**src/hw/shootout_pkg.sv**
```systemverilog
// ================================================
// shared types and constants of the shootout core
// scores are SCORE_W bits wide, so WIN_SCORE must fit
// link timing is BIT_CYCLES clocks per serial bit
// ================================================
`default_nettype none

package shootout_pkg;

    localparam int SCORE_W = 3;
    localparam logic [SCORE_W-1:0] WIN_SCORE = 3'd5;   // first to five

    localparam int BIT_CYCLES = 8;
    localparam int BIT_CNT_W = $clog2(BIT_CYCLES);
    localparam logic [BIT_CNT_W-1:0] BIT_LAST = BIT_CNT_W'(BIT_CYCLES - 1);

    typedef enum logic [1:0] {IDLE, KEEPER, SHOOTER, OVER} g_state;

    typedef enum logic {SOLO, MULTI} g_mode;

    typedef enum logic [3:0] {      // byte addresses of the register words
        CTRL   = 4'h0,
        KICK   = 4'h4,
        OPP    = 4'h8,
        STATUS = 4'hC
    } reg_addr_e;

    typedef struct packed {
        logic valid;
        logic scored;
        logic role_done;
    } kick_t;

    typedef struct packed {
        logic                 valid;
        g_state               state;      // role in which the kick happened
        g_mode                mode;
        logic                 scored;
        logic                 done;
        logic [SCORE_W-1:0]   opp_score;
    } round_evt_t;

    typedef struct packed {
        logic                 match_end;
        logic                 match_result;   // 1 = player won
        logic [SCORE_W-1:0]   player;
        logic [SCORE_W-1:0]   enemy;
    } score_t;

    typedef struct packed {
        logic                 flag;
        logic                 scored;
        logic [SCORE_W-1:0]   player;
        logic [2:0]           marker;     // always 3'b111
    } link_byte_t;

endpackage

`default_nettype wire

```
**src/hw/shootout_regs.sv**
```systemverilog
// ================================================
// AXI4-Lite slave, 4-bit byte address, 32-bit data
// WSTRB and PROT are not present, responses are OKAY
// AW and W are accepted together, one at a time
// start and kick leave as one-cycle pulses
// ================================================
`default_nettype none

module shootout_regs (
    input  logic                                clk,
    input  logic                                rst,
    input  logic [3:0]                          s_awaddr,
    input  logic                                s_awvalid,
    output logic                                s_awready,
    input  logic [31:0]                         s_wdata,
    input  logic                                s_wvalid,
    output logic                                s_wready,
    output logic [1:0]                          s_bresp,
    output logic                                s_bvalid,
    input  logic                                s_bready,
    input  logic [3:0]                          s_araddr,
    input  logic                                s_arvalid,
    output logic                                s_arready,
    output logic [31:0]                         s_rdata,
    output logic [1:0]                          s_rresp,
    output logic                                s_rvalid,
    input  logic                                s_rready,
    output shootout_pkg::kick_t                 kick,
    output logic                                start,
    output shootout_pkg::g_mode                 mode,
    output logic [shootout_pkg::SCORE_W-1:0]    opp_score,
    input  shootout_pkg::score_t                score,
    input  shootout_pkg::g_state                state,
    input  logic                                link_busy
);

    logic        wr_fire;
    logic        rd_fire;
    logic [31:0] rd_word;

    assign wr_fire = s_awready && s_awvalid;     // wready moves with awready
    assign rd_fire = s_arready && s_arvalid;

    assign s_bresp = 2'b00;
    assign s_rresp = 2'b00;

    // write channel and register decode
    always_ff @(posedge clk) begin
        if (rst) begin
            s_awready <= 1'b0;
            s_wready  <= 1'b0;
            s_bvalid  <= 1'b0;
            kick      <= '0;
            start     <= 1'b0;
            mode      <= shootout_pkg::SOLO;
            opp_score <= '0;
        end else begin
            s_awready <= s_awvalid && s_wvalid && !s_bvalid && !s_awready;
            s_wready  <= s_awvalid && s_wvalid && !s_bvalid && !s_awready;
            kick      <= '0;
            start     <= 1'b0;
            if (s_bvalid && s_bready) s_bvalid <= 1'b0;
            if (wr_fire) begin
                s_bvalid <= 1'b1;
                case (shootout_pkg::reg_addr_e'(s_awaddr))
                    shootout_pkg::CTRL: begin
                        start <= s_wdata[0];
                        mode  <= s_wdata[1] ? shootout_pkg::MULTI : shootout_pkg::SOLO;
                    end
                    shootout_pkg::KICK: kick <= '{valid: 1'b1, scored: s_wdata[0], role_done: 1'b1};
                    shootout_pkg::OPP:  opp_score <= s_wdata[2:0];
                    default: ;          // STATUS is read only
                endcase
            end
        end
    end

    always_comb begin
        rd_word = '0;
        case (shootout_pkg::reg_addr_e'(s_araddr))
            shootout_pkg::CTRL: rd_word[1] = (mode == shootout_pkg::MULTI);
            shootout_pkg::OPP:  rd_word[2:0] = opp_score;
            shootout_pkg::STATUS: begin
                rd_word[2:0]   = score.player;
                rd_word[6:4]   = score.enemy;
                rd_word[8]     = score.match_end;
                rd_word[9]     = score.match_result;
                rd_word[11:10] = state;
                rd_word[12]    = link_busy;
            end
            default: rd_word = '0;      // KICK reads back as zero
        endcase
    end

    always_ff @(posedge clk) begin
        if (rst) begin
            s_arready <= 1'b0;
            s_rvalid  <= 1'b0;
        end else begin
            s_arready <= s_arvalid && !s_rvalid && !s_arready;
            if (s_rvalid && s_rready) s_rvalid <= 1'b0;
            if (rd_fire) s_rvalid <= 1'b1;
        end
    end

    always_ff @(posedge clk) begin
        if (rd_fire) s_rdata <= rd_word;    // sampled at the AR handshake
    end

endmodule

`default_nettype wire

```
**src/hw/round_sequencer.sv**
```systemverilog
// ================================================
// match FSM over IDLE, KEEPER, SHOOTER and OVER
// solo play alternates roles after every kick,
// multiplayer stays in KEEPER for the whole match
// start wins over match_end and over a kick
// ================================================
`default_nettype none

module round_sequencer (
    input  logic                                clk,
    input  logic                                rst,
    input  shootout_pkg::kick_t                 kick,
    input  logic                                start,
    input  shootout_pkg::g_mode                 mode,
    input  logic [shootout_pkg::SCORE_W-1:0]    opp_score,
    input  shootout_pkg::score_t                score,
    output shootout_pkg::g_state                state,
    output shootout_pkg::round_evt_t            evt
);

    logic playing;
    shootout_pkg::g_state next_role;

    assign playing = (state == shootout_pkg::KEEPER) || (state == shootout_pkg::SHOOTER);

    always_comb begin
        next_role = state;
        if (mode == shootout_pkg::SOLO) begin
            next_role = (state == shootout_pkg::KEEPER) ? shootout_pkg::SHOOTER
                                                        : shootout_pkg::KEEPER;
        end
    end

    always_ff @(posedge clk) begin
        if (rst) begin
            state <= shootout_pkg::IDLE;
            evt   <= '0;
        end else begin
            evt.valid <= 1'b0;      // event is a single-cycle strobe
            if (start) begin
                state <= (mode == shootout_pkg::MULTI) ? shootout_pkg::KEEPER
                                                       : shootout_pkg::SHOOTER;
            end else if (playing) begin
                if (score.match_end) begin
                    state <= shootout_pkg::OVER;
                end else if (kick.valid) begin
                    evt <= '{
                        valid:     1'b1,
                        state:     state,
                        mode:      mode,
                        scored:    kick.scored,
                        done:      kick.role_done,
                        opp_score: opp_score
                    };
                    state <= next_role;
                end
            end
            // kicks seen in IDLE or OVER fall through here unused
        end
    end

endmodule

`default_nettype wire

```
**src/hw/score_control.sv**
```systemverilog
// ================================================
// goal counting and match-end decision
// scores only move on a valid event with done set
// events after match_end are ignored until start
// enemy wraps if the opponent reports 7 and scores
// ================================================
`default_nettype none

module score_control (
    input  logic                        clk,
    input  logic                        rst,
    input  shootout_pkg::round_evt_t    evt,
    input  logic                        start,
    output shootout_pkg::score_t        score,
    output shootout_pkg::link_byte_t    link_byte,
    output logic                        send
);

    logic [shootout_pkg::SCORE_W-1:0] player_nxt;
    logic [shootout_pkg::SCORE_W-1:0] enemy_nxt;
    logic                             match_end_nxt;
    logic                             match_result_nxt;
    logic                             take;
    shootout_pkg::link_byte_t         link_byte_nxt;

    assign take = evt.valid && evt.done && !score.match_end;

    always_comb begin
        player_nxt = score.player;
        enemy_nxt  = score.enemy;
        if (take) begin
            case (evt.mode)
                shootout_pkg::SOLO: begin
                    if (evt.state == shootout_pkg::KEEPER && evt.scored) begin
                        enemy_nxt = score.enemy + 3'd1;     // goal conceded
                    end else if (evt.state == shootout_pkg::SHOOTER && evt.scored) begin
                        player_nxt = score.player + 3'd1;
                    end
                end
                shootout_pkg::MULTI: begin
                    if (evt.state == shootout_pkg::KEEPER) begin
                        if (evt.scored) begin
                            enemy_nxt = evt.opp_score + 3'd1;
                        end else begin
                            player_nxt = score.player + 3'd1;   // save counts for us
                            enemy_nxt  = evt.opp_score;
                        end
                    end
                end
                default: ;
            endcase
        end
    end

    // end decided from the new counts, so it lands with them
    always_comb begin
        match_end_nxt    = score.match_end;
        match_result_nxt = score.match_result;
        if (take) begin
            match_result_nxt = (player_nxt >= shootout_pkg::WIN_SCORE);
            match_end_nxt    = (player_nxt >= shootout_pkg::WIN_SCORE) ||
                               (enemy_nxt >= shootout_pkg::WIN_SCORE);
        end
    end

    always_comb begin
        link_byte_nxt = '{flag: evt.done, scored: evt.scored, player: player_nxt,
                          marker: 3'b111};
    end

    always_ff @(posedge clk) begin
        if (rst || start) begin
            score <= '0;
        end else begin
            score <= '{match_end: match_end_nxt, match_result: match_result_nxt,
                       player: player_nxt, enemy: enemy_nxt};
        end
    end

    always_ff @(posedge clk) begin
        if (rst) begin
            send <= 1'b0;
        end else begin
            send <= take;                   // one frame per counted round
        end
    end

    always_ff @(posedge clk) begin : link_load
        if (take) link_byte <= link_byte_nxt;
    end

endmodule

`default_nettype wire

```
**src/hw/score_link_tx.sv**
```systemverilog
// ================================================
// 8N1 serializer, LSB first, BIT_CYCLES per bit
// one byte can wait while a frame is on the line,
// a newer send replaces the waiting byte
// line rests high between frames
// ================================================
`default_nettype none

module score_link_tx (
    input  logic                        clk,
    input  logic                        rst,
    input  shootout_pkg::link_byte_t    link_byte,
    input  logic                        send,
    output logic                        busy,
    output logic                        link_tx
);

    logic [shootout_pkg::BIT_CNT_W-1:0] bit_cnt;
    logic [3:0]                         bits_left;
    logic [9:0]                         shift;      // stop, data, start
    logic                               pend_valid;
    shootout_pkg::link_byte_t           pend_byte;

    assign link_tx = busy ? shift[0] : 1'b1;

    always_ff @(posedge clk) begin
        if (rst) begin
            busy       <= 1'b0;
            pend_valid <= 1'b0;
            bit_cnt    <= '0;
            bits_left  <= '0;
        end else if (!busy) begin
            bit_cnt   <= '0;
            bits_left <= 4'd9;
            if (send || pend_valid) begin
                busy       <= 1'b1;
                pend_valid <= 1'b0;         // a fresh send supersedes the held byte
                shift      <= {1'b1, send ? link_byte : pend_byte, 1'b0};
            end
        end else begin
            if (send) begin
                pend_valid <= 1'b1;
                pend_byte  <= link_byte;
            end
            if (bit_cnt == shootout_pkg::BIT_LAST) begin
                bit_cnt <= '0;
                if (bits_left == 4'd0) begin
                    busy <= 1'b0;
                end else begin
                    bits_left <= bits_left - 4'd1;
                    shift     <= {1'b1, shift[9:1]};
                end
            end else begin
                bit_cnt <= bit_cnt + 1'b1;
            end
        end
    end

endmodule

`default_nettype wire

```
**src/hw/shootout_top.sv**
```systemverilog
// ================================================
// shootout scoring core, AXI4-Lite host port
// regs -> sequencer -> score control -> link tx
// link_tx is an 8N1 line that idles high
// ================================================
`default_nettype none

module shootout_top (
    input  logic        clk,
    input  logic        rst,
    input  logic [3:0]  s_awaddr,
    input  logic        s_awvalid,
    output logic        s_awready,
    input  logic [31:0] s_wdata,
    input  logic        s_wvalid,
    output logic        s_wready,
    output logic [1:0]  s_bresp,
    output logic        s_bvalid,
    input  logic        s_bready,
    input  logic [3:0]  s_araddr,
    input  logic        s_arvalid,
    output logic        s_arready,
    output logic [31:0] s_rdata,
    output logic [1:0]  s_rresp,
    output logic        s_rvalid,
    input  logic        s_rready,
    output logic        link_tx
);

    shootout_pkg::kick_t              kick;
    logic                             start;
    shootout_pkg::g_mode              mode;
    logic [shootout_pkg::SCORE_W-1:0] opp_score;
    shootout_pkg::score_t             score;
    shootout_pkg::g_state             state;
    shootout_pkg::round_evt_t         evt;
    shootout_pkg::link_byte_t         link_byte;
    logic                             send;
    logic                             link_busy;

    shootout_regs u_regs (
        .clk, .rst,
        .s_awaddr, .s_awvalid, .s_awready, .s_wdata, .s_wvalid, .s_wready,
        .s_bresp, .s_bvalid, .s_bready,
        .s_araddr, .s_arvalid, .s_arready, .s_rdata, .s_rresp, .s_rvalid, .s_rready,
        .kick, .start, .mode, .opp_score, .score, .state, .link_busy
    );

    round_sequencer u_seq (
        .clk, .rst, .kick, .start, .mode, .opp_score, .score, .state, .evt
    );

    score_control u_score (
        .clk, .rst, .evt, .start, .score, .link_byte, .send
    );

    score_link_tx u_link (
        .clk, .rst, .link_byte, .send, .busy(link_busy), .link_tx
    );

endmodule

`default_nettype wire

```
**config.mk**
```make
export PLATFORM = sky130hd
export DESIGN_NAME = shootout_top
export DESIGN_NICKNAME = d
export VERILOG_FILES = /design/src/hw/shootout_pkg.sv /design/src/hw/shootout_regs.sv /design/src/hw/round_sequencer.sv /design/src/hw/score_control.sv /design/src/hw/score_link_tx.sv /design/src/hw/shootout_top.sv
export SDC_FILE = /design/constraint.sdc
export NUM_CORES = 1
export LEC_CHECK = 0
export BUFFER_PORTS_ARGS = -buffer_cell sky130_fd_sc_hd__buf_4
export CAP_MARGIN = 0
export CORE_MARGIN = 2
export CORE_UTILIZATION = 38
export CTS_CLUSTER_DIAMETER = 40
export DETAILED_ROUTE_END_ITERATION = 16
export PLACE_DENSITY = 0.6
export SKIP_LAST_GASP = 1
export SYNTH_ARGS = -nofsm -noshare
export SYNTH_HDL_FRONTEND = slang
export SYNTH_HIERARCHICAL = 1
export SYNTH_SLANG_ARGS = --single-unit
```
**constraint.sdc**
```tcl
create_clock -name clk -period 1.8 [get_ports clk]
set_input_delay 0.09 -clock clk [delete_from_list [all_inputs] [get_ports clk]]
set_output_delay 0.09 -clock clk [all_outputs]
set_load 0.03 [all_outputs]
```
Word level (Yosys, flattened, before mapping)
Cells that the tools add are included.
{"block": "totals", "wordCells": 156, "register_bits": 75, "inputBits": 47}
{"block": "op_classes", "eq_ne": 13, "n_bitwise": 10, "magnitude_cmp": 2, "n_mux": 44, "reduce_logical": 45, "add_sub_neg": 5}
{"operator": "10-bit two-way mux", "count": 4}
{"operator": "3-bit two-way mux", "count": 10}
{"operator": "2-bit two-way mux", "count": 7}
{"operator": "1-bit logical AND", "count": 13}
{"operator": "1-bit two-way mux", "count": 13}
{"operator": "3-bit by 1-bit adder with 3-bit output (second input constant)", "count": 4}
{"operator": "4-bit equality test (second input constant)", "count": 3}
{"operator": "4-bit zero test", "count": 3}
{"operator": "4-bit two-way mux", "count": 3}
{"operator": "3-bit one-hot mux with 2 select lines", "count": 2}
{"operator": "2-bit AND reduction", "count": 6}
{"operator": "1-bit inverter", "count": 10}
{"operator": "9-bit two-way mux", "count": 1}
{"operator": "3-bit OR reduction", "count": 3}
{"operator": "8-bit two-way mux", "count": 1}
{"operator": "4-bit AND reduction", "count": 2}
{"operator": "2-bit nonzero test", "count": 4}
{"operator": "3-bit greater-or-equal comparator (second input constant)", "count": 2}
{"operator": "2-bit != test (second input constant)", "count": 3}
{"operator": "1-bit zero test", "count": 5}
{"operator": "2-bit by 1-bit equality test with 1-bit output (second input constant)", "count": 2}
{"operator": "2-bit equality test (second input constant)", "count": 2}
{"operator": "4-bit by 3-bit equality test with 1-bit output (second input constant)", "count": 1}
{"operator": "1-bit logical OR", "count": 4}
{"operator": "9 further kinds", "count": 11}

Longest topological paths before layout
{"block": "depth", "ltp_word": 8, "depth_mapped": 6}

Modules after synthesis
Netlist, hierarchy kept.
{"mod": "score_link_tx", "cells_each": 81, "n_inst": 1, "area_each_um2": 1102.3}
{"mod": "shootout_regs", "cells_each": 98, "n_inst": 1, "area_each_um2": 1084.8}
{"mod": "score_control", "cells_each": 80, "n_inst": 1, "area_each_um2": 819.5}
{"mod": "round_sequencer", "cells_each": 54, "n_inst": 1, "area_each_um2": 455.4}

Worst setup path before layout
Ideal clock, no wire load.
{"block": "synth_timing", "path_type": "register to register", "from": "reg u_score.send", "to": "reg u_link.shift[0], enable pin", "arrival_ps": 1445, "path_buffers": 1, "setup_ps": 378, "t_required_ps": 1422, "setup_slack_ps": -22, "stages_incl_launch_ff": 5, "cell_sequence": "dfxtp_1 clkbuf_1 nor3_1 or2_2 a21oi_1"}
{"block": "synth_between", "elab_chain_len": 3}
{"element": "start, declared", "line_no": "score_control.sv:16", "rtl": "output logic send"}
{"element": "start signal, assigned", "line_no": "score_control.sv:84", "rtl": "send <= take;"}
{"element": "1-bit logical OR", "line_no": "score_link_tx.sv:35", "rtl": "if (send || pend_valid) begin"}
{"element": "2-bit nonzero test (no line)"}
{"element": "4-bit AND reduction (no line)"}
{"element": "end signal, assigned", "line_no": "score_link_tx.sv:38", "rtl": "shift <= {1'b1, send ? link_byte : pend_byte, 1'b0};"}
{"element": "end signal, assigned", "line_no": "score_link_tx.sv:51", "rtl": "shift <= {1'b1, shift[9:1]};"}
{"element": "end, declared", "line_no": "score_link_tx.sv:20", "rtl": "logic [9:0] shift;"}
No other way between the ends.
A chain may end at the register's enable or synchronous reset.

Final worst setup path
{"block": "layout_timing", "from": "reg u_link/bit_cnt[0] (netlist bit)", "to": "reg u_link.bits_left[3]"}
{"block": "layout_between", "elab_chain_len": 3}
{"element": "start, declared", "line_no": "score_link_tx.sv:18", "rtl": "logic [shootout_pkg::BIT_CNT_W-1:0] bit_cnt;"}
{"element": "start signal, assigned", "line_no": "score_link_tx.sv:54", "rtl": "bit_cnt <= bit_cnt + 1'b1;"}
{"element": "3-bit equality test", "line_no": "score_link_tx.sv:45", "rtl": "if (bit_cnt == shootout_pkg::BIT_LAST) begin"}
{"element": "2-bit != test (no line)"}
{"element": "2-bit AND reduction (no line)"}
{"element": "end signal, assigned", "line_no": "score_link_tx.sv:50", "rtl": "bits_left <= bits_left - 4'd1;"}
{"element": "end, declared", "line_no": "score_link_tx.sv:19", "rtl": "logic [3:0] bits_left;"}
No other way between the ends.

==> run_results.csv <==
group,metric,value,unit
synth,synth_warnings,6,
synth,synth_edf_count,33,
synth,ys_ff_latch,73,
cts,clkTransAtPathRegs,70,ps
global_route,grt_pass1_wl,10200,um
timing,max_freq,582,MHz
worst_setup_path,start_kind,"flop",
power_and_ir_drop,vdd_drop_max,0.290,mV
worst_setup_path,critPathKind,"flop to flop",
flow_run,max_cap_viol_count,0,
synth,synth.avg_cell_area,11.1,um^2
worst_setup_path,crit_path_max_fanout,4,
worst_setup_path,worst_setup_path_end_kind,"flop",
power_and_ir_drop,power_density,769,mW/mm^2
global_route,grt_max_degree,29,
cts,cts_buffers,9,
die,io_pins,89,
placed_design,place_congestion,0.756,
timing,setup_tns,0,ps
cts,clk_latency,330,ps
synth,yosysUniqueCellTypes,56,
synth,synth_most_common_cell,"dfxtp_1",
worst_setup_path,reg2regPathDepth,5,
worst_setup_path,path_cells,"ha_1, ha_2, or4b_4, or3_1, a31oi_1",
hold_path,hold_class,"input port to flop",
timing,final_max_slew_viol_count,0,
cts,cts_setup_buffers,0,
die,dieHeight,99.5,um
worst_setup_path,cpPeakStageDelay,470,ps
timing,post-route-period-util,95.5,%
die,core,0.00876,mm^2
synth,syn_area,0.00346,mm^2
hold_path,worstHoldEndpoint,"u_regs/s_bvalid",
placed_design,post-dp-hpwl,4320,um
synth,synth_ff_type,"dfxtp_1",
die,die_w,99.5,um
routing,ant_nets,0,
worst_setup_path,slowest_stage,"or4b_4",
outcome,outcome,"complete, no violations",
cts,cts_max_level,3,
synth,synthCells,313,
routing,drc,0,
routing,drt-wirelength-per-cell,12.8,um
layout,nets,411,
timing,hold_viol,0,
power_and_ir_drop,totalPowerFinal,3.05,mW
routing,first_pass_iters,4,
global_route,antenna_found_initial,0,
global_route,grt_pass1_vias,2193,
worst_setup_path,regToRegStartpoint,"u_link/bit_cnt[0]",
die,rows,34,
layout,fin_cells,470,
routing,wl,6000,um
worst_setup_path,arrival,1980,ps
timing,timing.hold.ws,24.6,ps
global_route,grt_usage,13.1,%
synth,ys_top_cells_by_count,"dfxtp_1 (40), edfxtp_1 (33), buf_4 (32)",
cts,clock-sinks,73,
hold_path,hp-start,"s_bready",
cts,clockBufferDepth,2,
placed_design,dpl_cell_area,0.00375,mm^2
cts,cts_tree,"yes",
timing,tightest_slew,520,ps
worst_setup_path,cp_data_required_time,2060,ps
synth,ys_top_cells_by_area,"edfxtp_1 (29%), dfxtp_1 (23%), buf_4 (6.9%)",
worst_setup_path,r2r_end,"u_link/bits_left[3]",
worst_setup_path,setup.worst_path.start,"u_link/bit_cnt[0]",
routing,via_per_inst,4.74,
layout,diodes,0,
timing,skew,10.3,ps
layout,fin_area,0.00396,mm^2
routing,drt_iter0_drc,88,
hold_path,whs_path_depth,3,
timing,setup-violations-final,0,
synth,yosysTopAreaCell,"edfxtp_1",
layout,drive_above_1_share,25.7,%
layout,synthToLayoutAreaGrowth,14.3,%
power_and_ir_drop,p_leak,1.57,nW
timing,period_minus_slack,1720,ps
routing,vias,2229,
synth,ys_seq_area_share,51.8,%
synth,synth.top_cell.area_share,28.6,%
placed_design,dp.cells,452,
timing,rsz0062_at_grt,"false",
timing,maxSlewHeadroom,65.3,%
synth,synthArstFlopShare,0,%
die,initial_core_util,39.5,%
global_route,gr-total-overflow,0,
worst_setup_path,r2r_slack,80,ps
cts,cts-root-buf,"clkbuf_8",
placed_design,port_buffers,34,
die,die-area,0.00989,mm^2
cells in the final DEF, fill, tap and decap left out, types with 2 or more instances in the layout:
cell type      count
a21oi_1           17
a31oi_1            4
and2_1            14
and3_1             3
and3_2             2
buf_4             44
clkbuf_1           4
clkbuf_8          11
conb_1            28
dfxtp_1           40
dlygate4sd3_1      2
edfxtp_1          33
ha_1               6
inv_1              9
mux2_2            17
mux2i_1           10
nand2_1           28
nand2b_1          13
nand2b_4           2
nand3_1            4
nor2_1            14
nor2b_1            2
nor3_1             3
nor3b_1            2
nor4_1             2
o211ai_1           2
o21ai_0            8
or2_2              3
or3_1              2
xnor2_1            2
xor2_1             2
area by class of cell:
class,instances,area [um^2]
clock buffer,15,166
clock inverter,1,5.00
fill,833,4800
inverter,10,37.5
multi-input combinational,217,1470
sequential,73,1790
tap,108,135
timing repair buffer,46,350
logic make-up after synthesis:
family                     after synthesis  share of synthesized area, %
xor gates and xnor gates                 4                          1.01
adders and majority gates                7                          2.53
and+or+nand+nor                        110                          19.4
buffers and inverters                   49                          9.03
other                                    2                         0.217
DFF                                     73                          51.8
muxes                                   28                          8.85
AOI/OAI and AO/OA                       40                          7.16
state kept, by name (all words and copies together) (netlist names):
name,count
u_seq/state,2
u_regs/s_rvalid,1
u_regs/s_wready,1
u_link/pend_valid,1
u_link/busy,1
u_score/send,1
u_regs/kick,2
u_link/shift,9
u_score/score,8
u_regs/opp_score,3
u_regs/s_rdata,11
u_seq/evt,9
u_regs/s_arready,1
u_regs/s_bvalid,1
u_link/pend_byte,8
u_regs/start,1
u_link/bit_cnt,3
u_regs/mode,1
u_score/link_byte,5
u_link/bits_left,4
through the flow:
stage               utilization (%)  setup slack (ps)
finish                         45.2              81.0
global route                   45.2              1.82
CTS                            45.0              19.1
detailed placement             42.8              10.9
global placement               42.8              70.7
floorplan                         -               132
repair_timing:
action / 4_1_cts / 5_1_grt
hold buffers: 2 / 0
gates resized for setup: 0 / 3
endpoints found under the setup margin: 0 / 10
endpoints found under the hold margin: 4 / 0
critical path, delay by kind of cell, from the launching register on:
family,cells,cell delay (ps)
and+or+nand+nor,2,790
AOI/OAI and AO/OA,1,160
adders and majority gates,2,360
DFF,1,340
how the worst max path moves through the flow:
stage	to	slack, ps	cells past startpoint
2_1_floorplan	u_link/bits_left[3]	130	6
3_3_place_gp	u_link/shift[3]	70	5
3_5_place_dp	u_link/shift[3]	10	5
4_1_cts	u_link/shift[3]	20	5
5_1_grt	u_link/bits_left[3]	2	5
6_report	u_link/bits_left[3]	80	5
layer usage:
metal	GRT usage, %	vias up	share of wire, %
li1	-	1129	-
met1	16.6	1050	48
met2	21.3	42	47
met3	3.16	8	3.4
met4	6.01	0	1.9
met5	0	-	0
report_power, final:
part           switching [mW]  internal [mW]  leakage, nW
clock                   0.545          0.577       0.0877
sequential            0.00744           1.73        0.628
combinational           0.130         0.0571        0.857
Note: power is estimated with default switching activity, not from simulation.
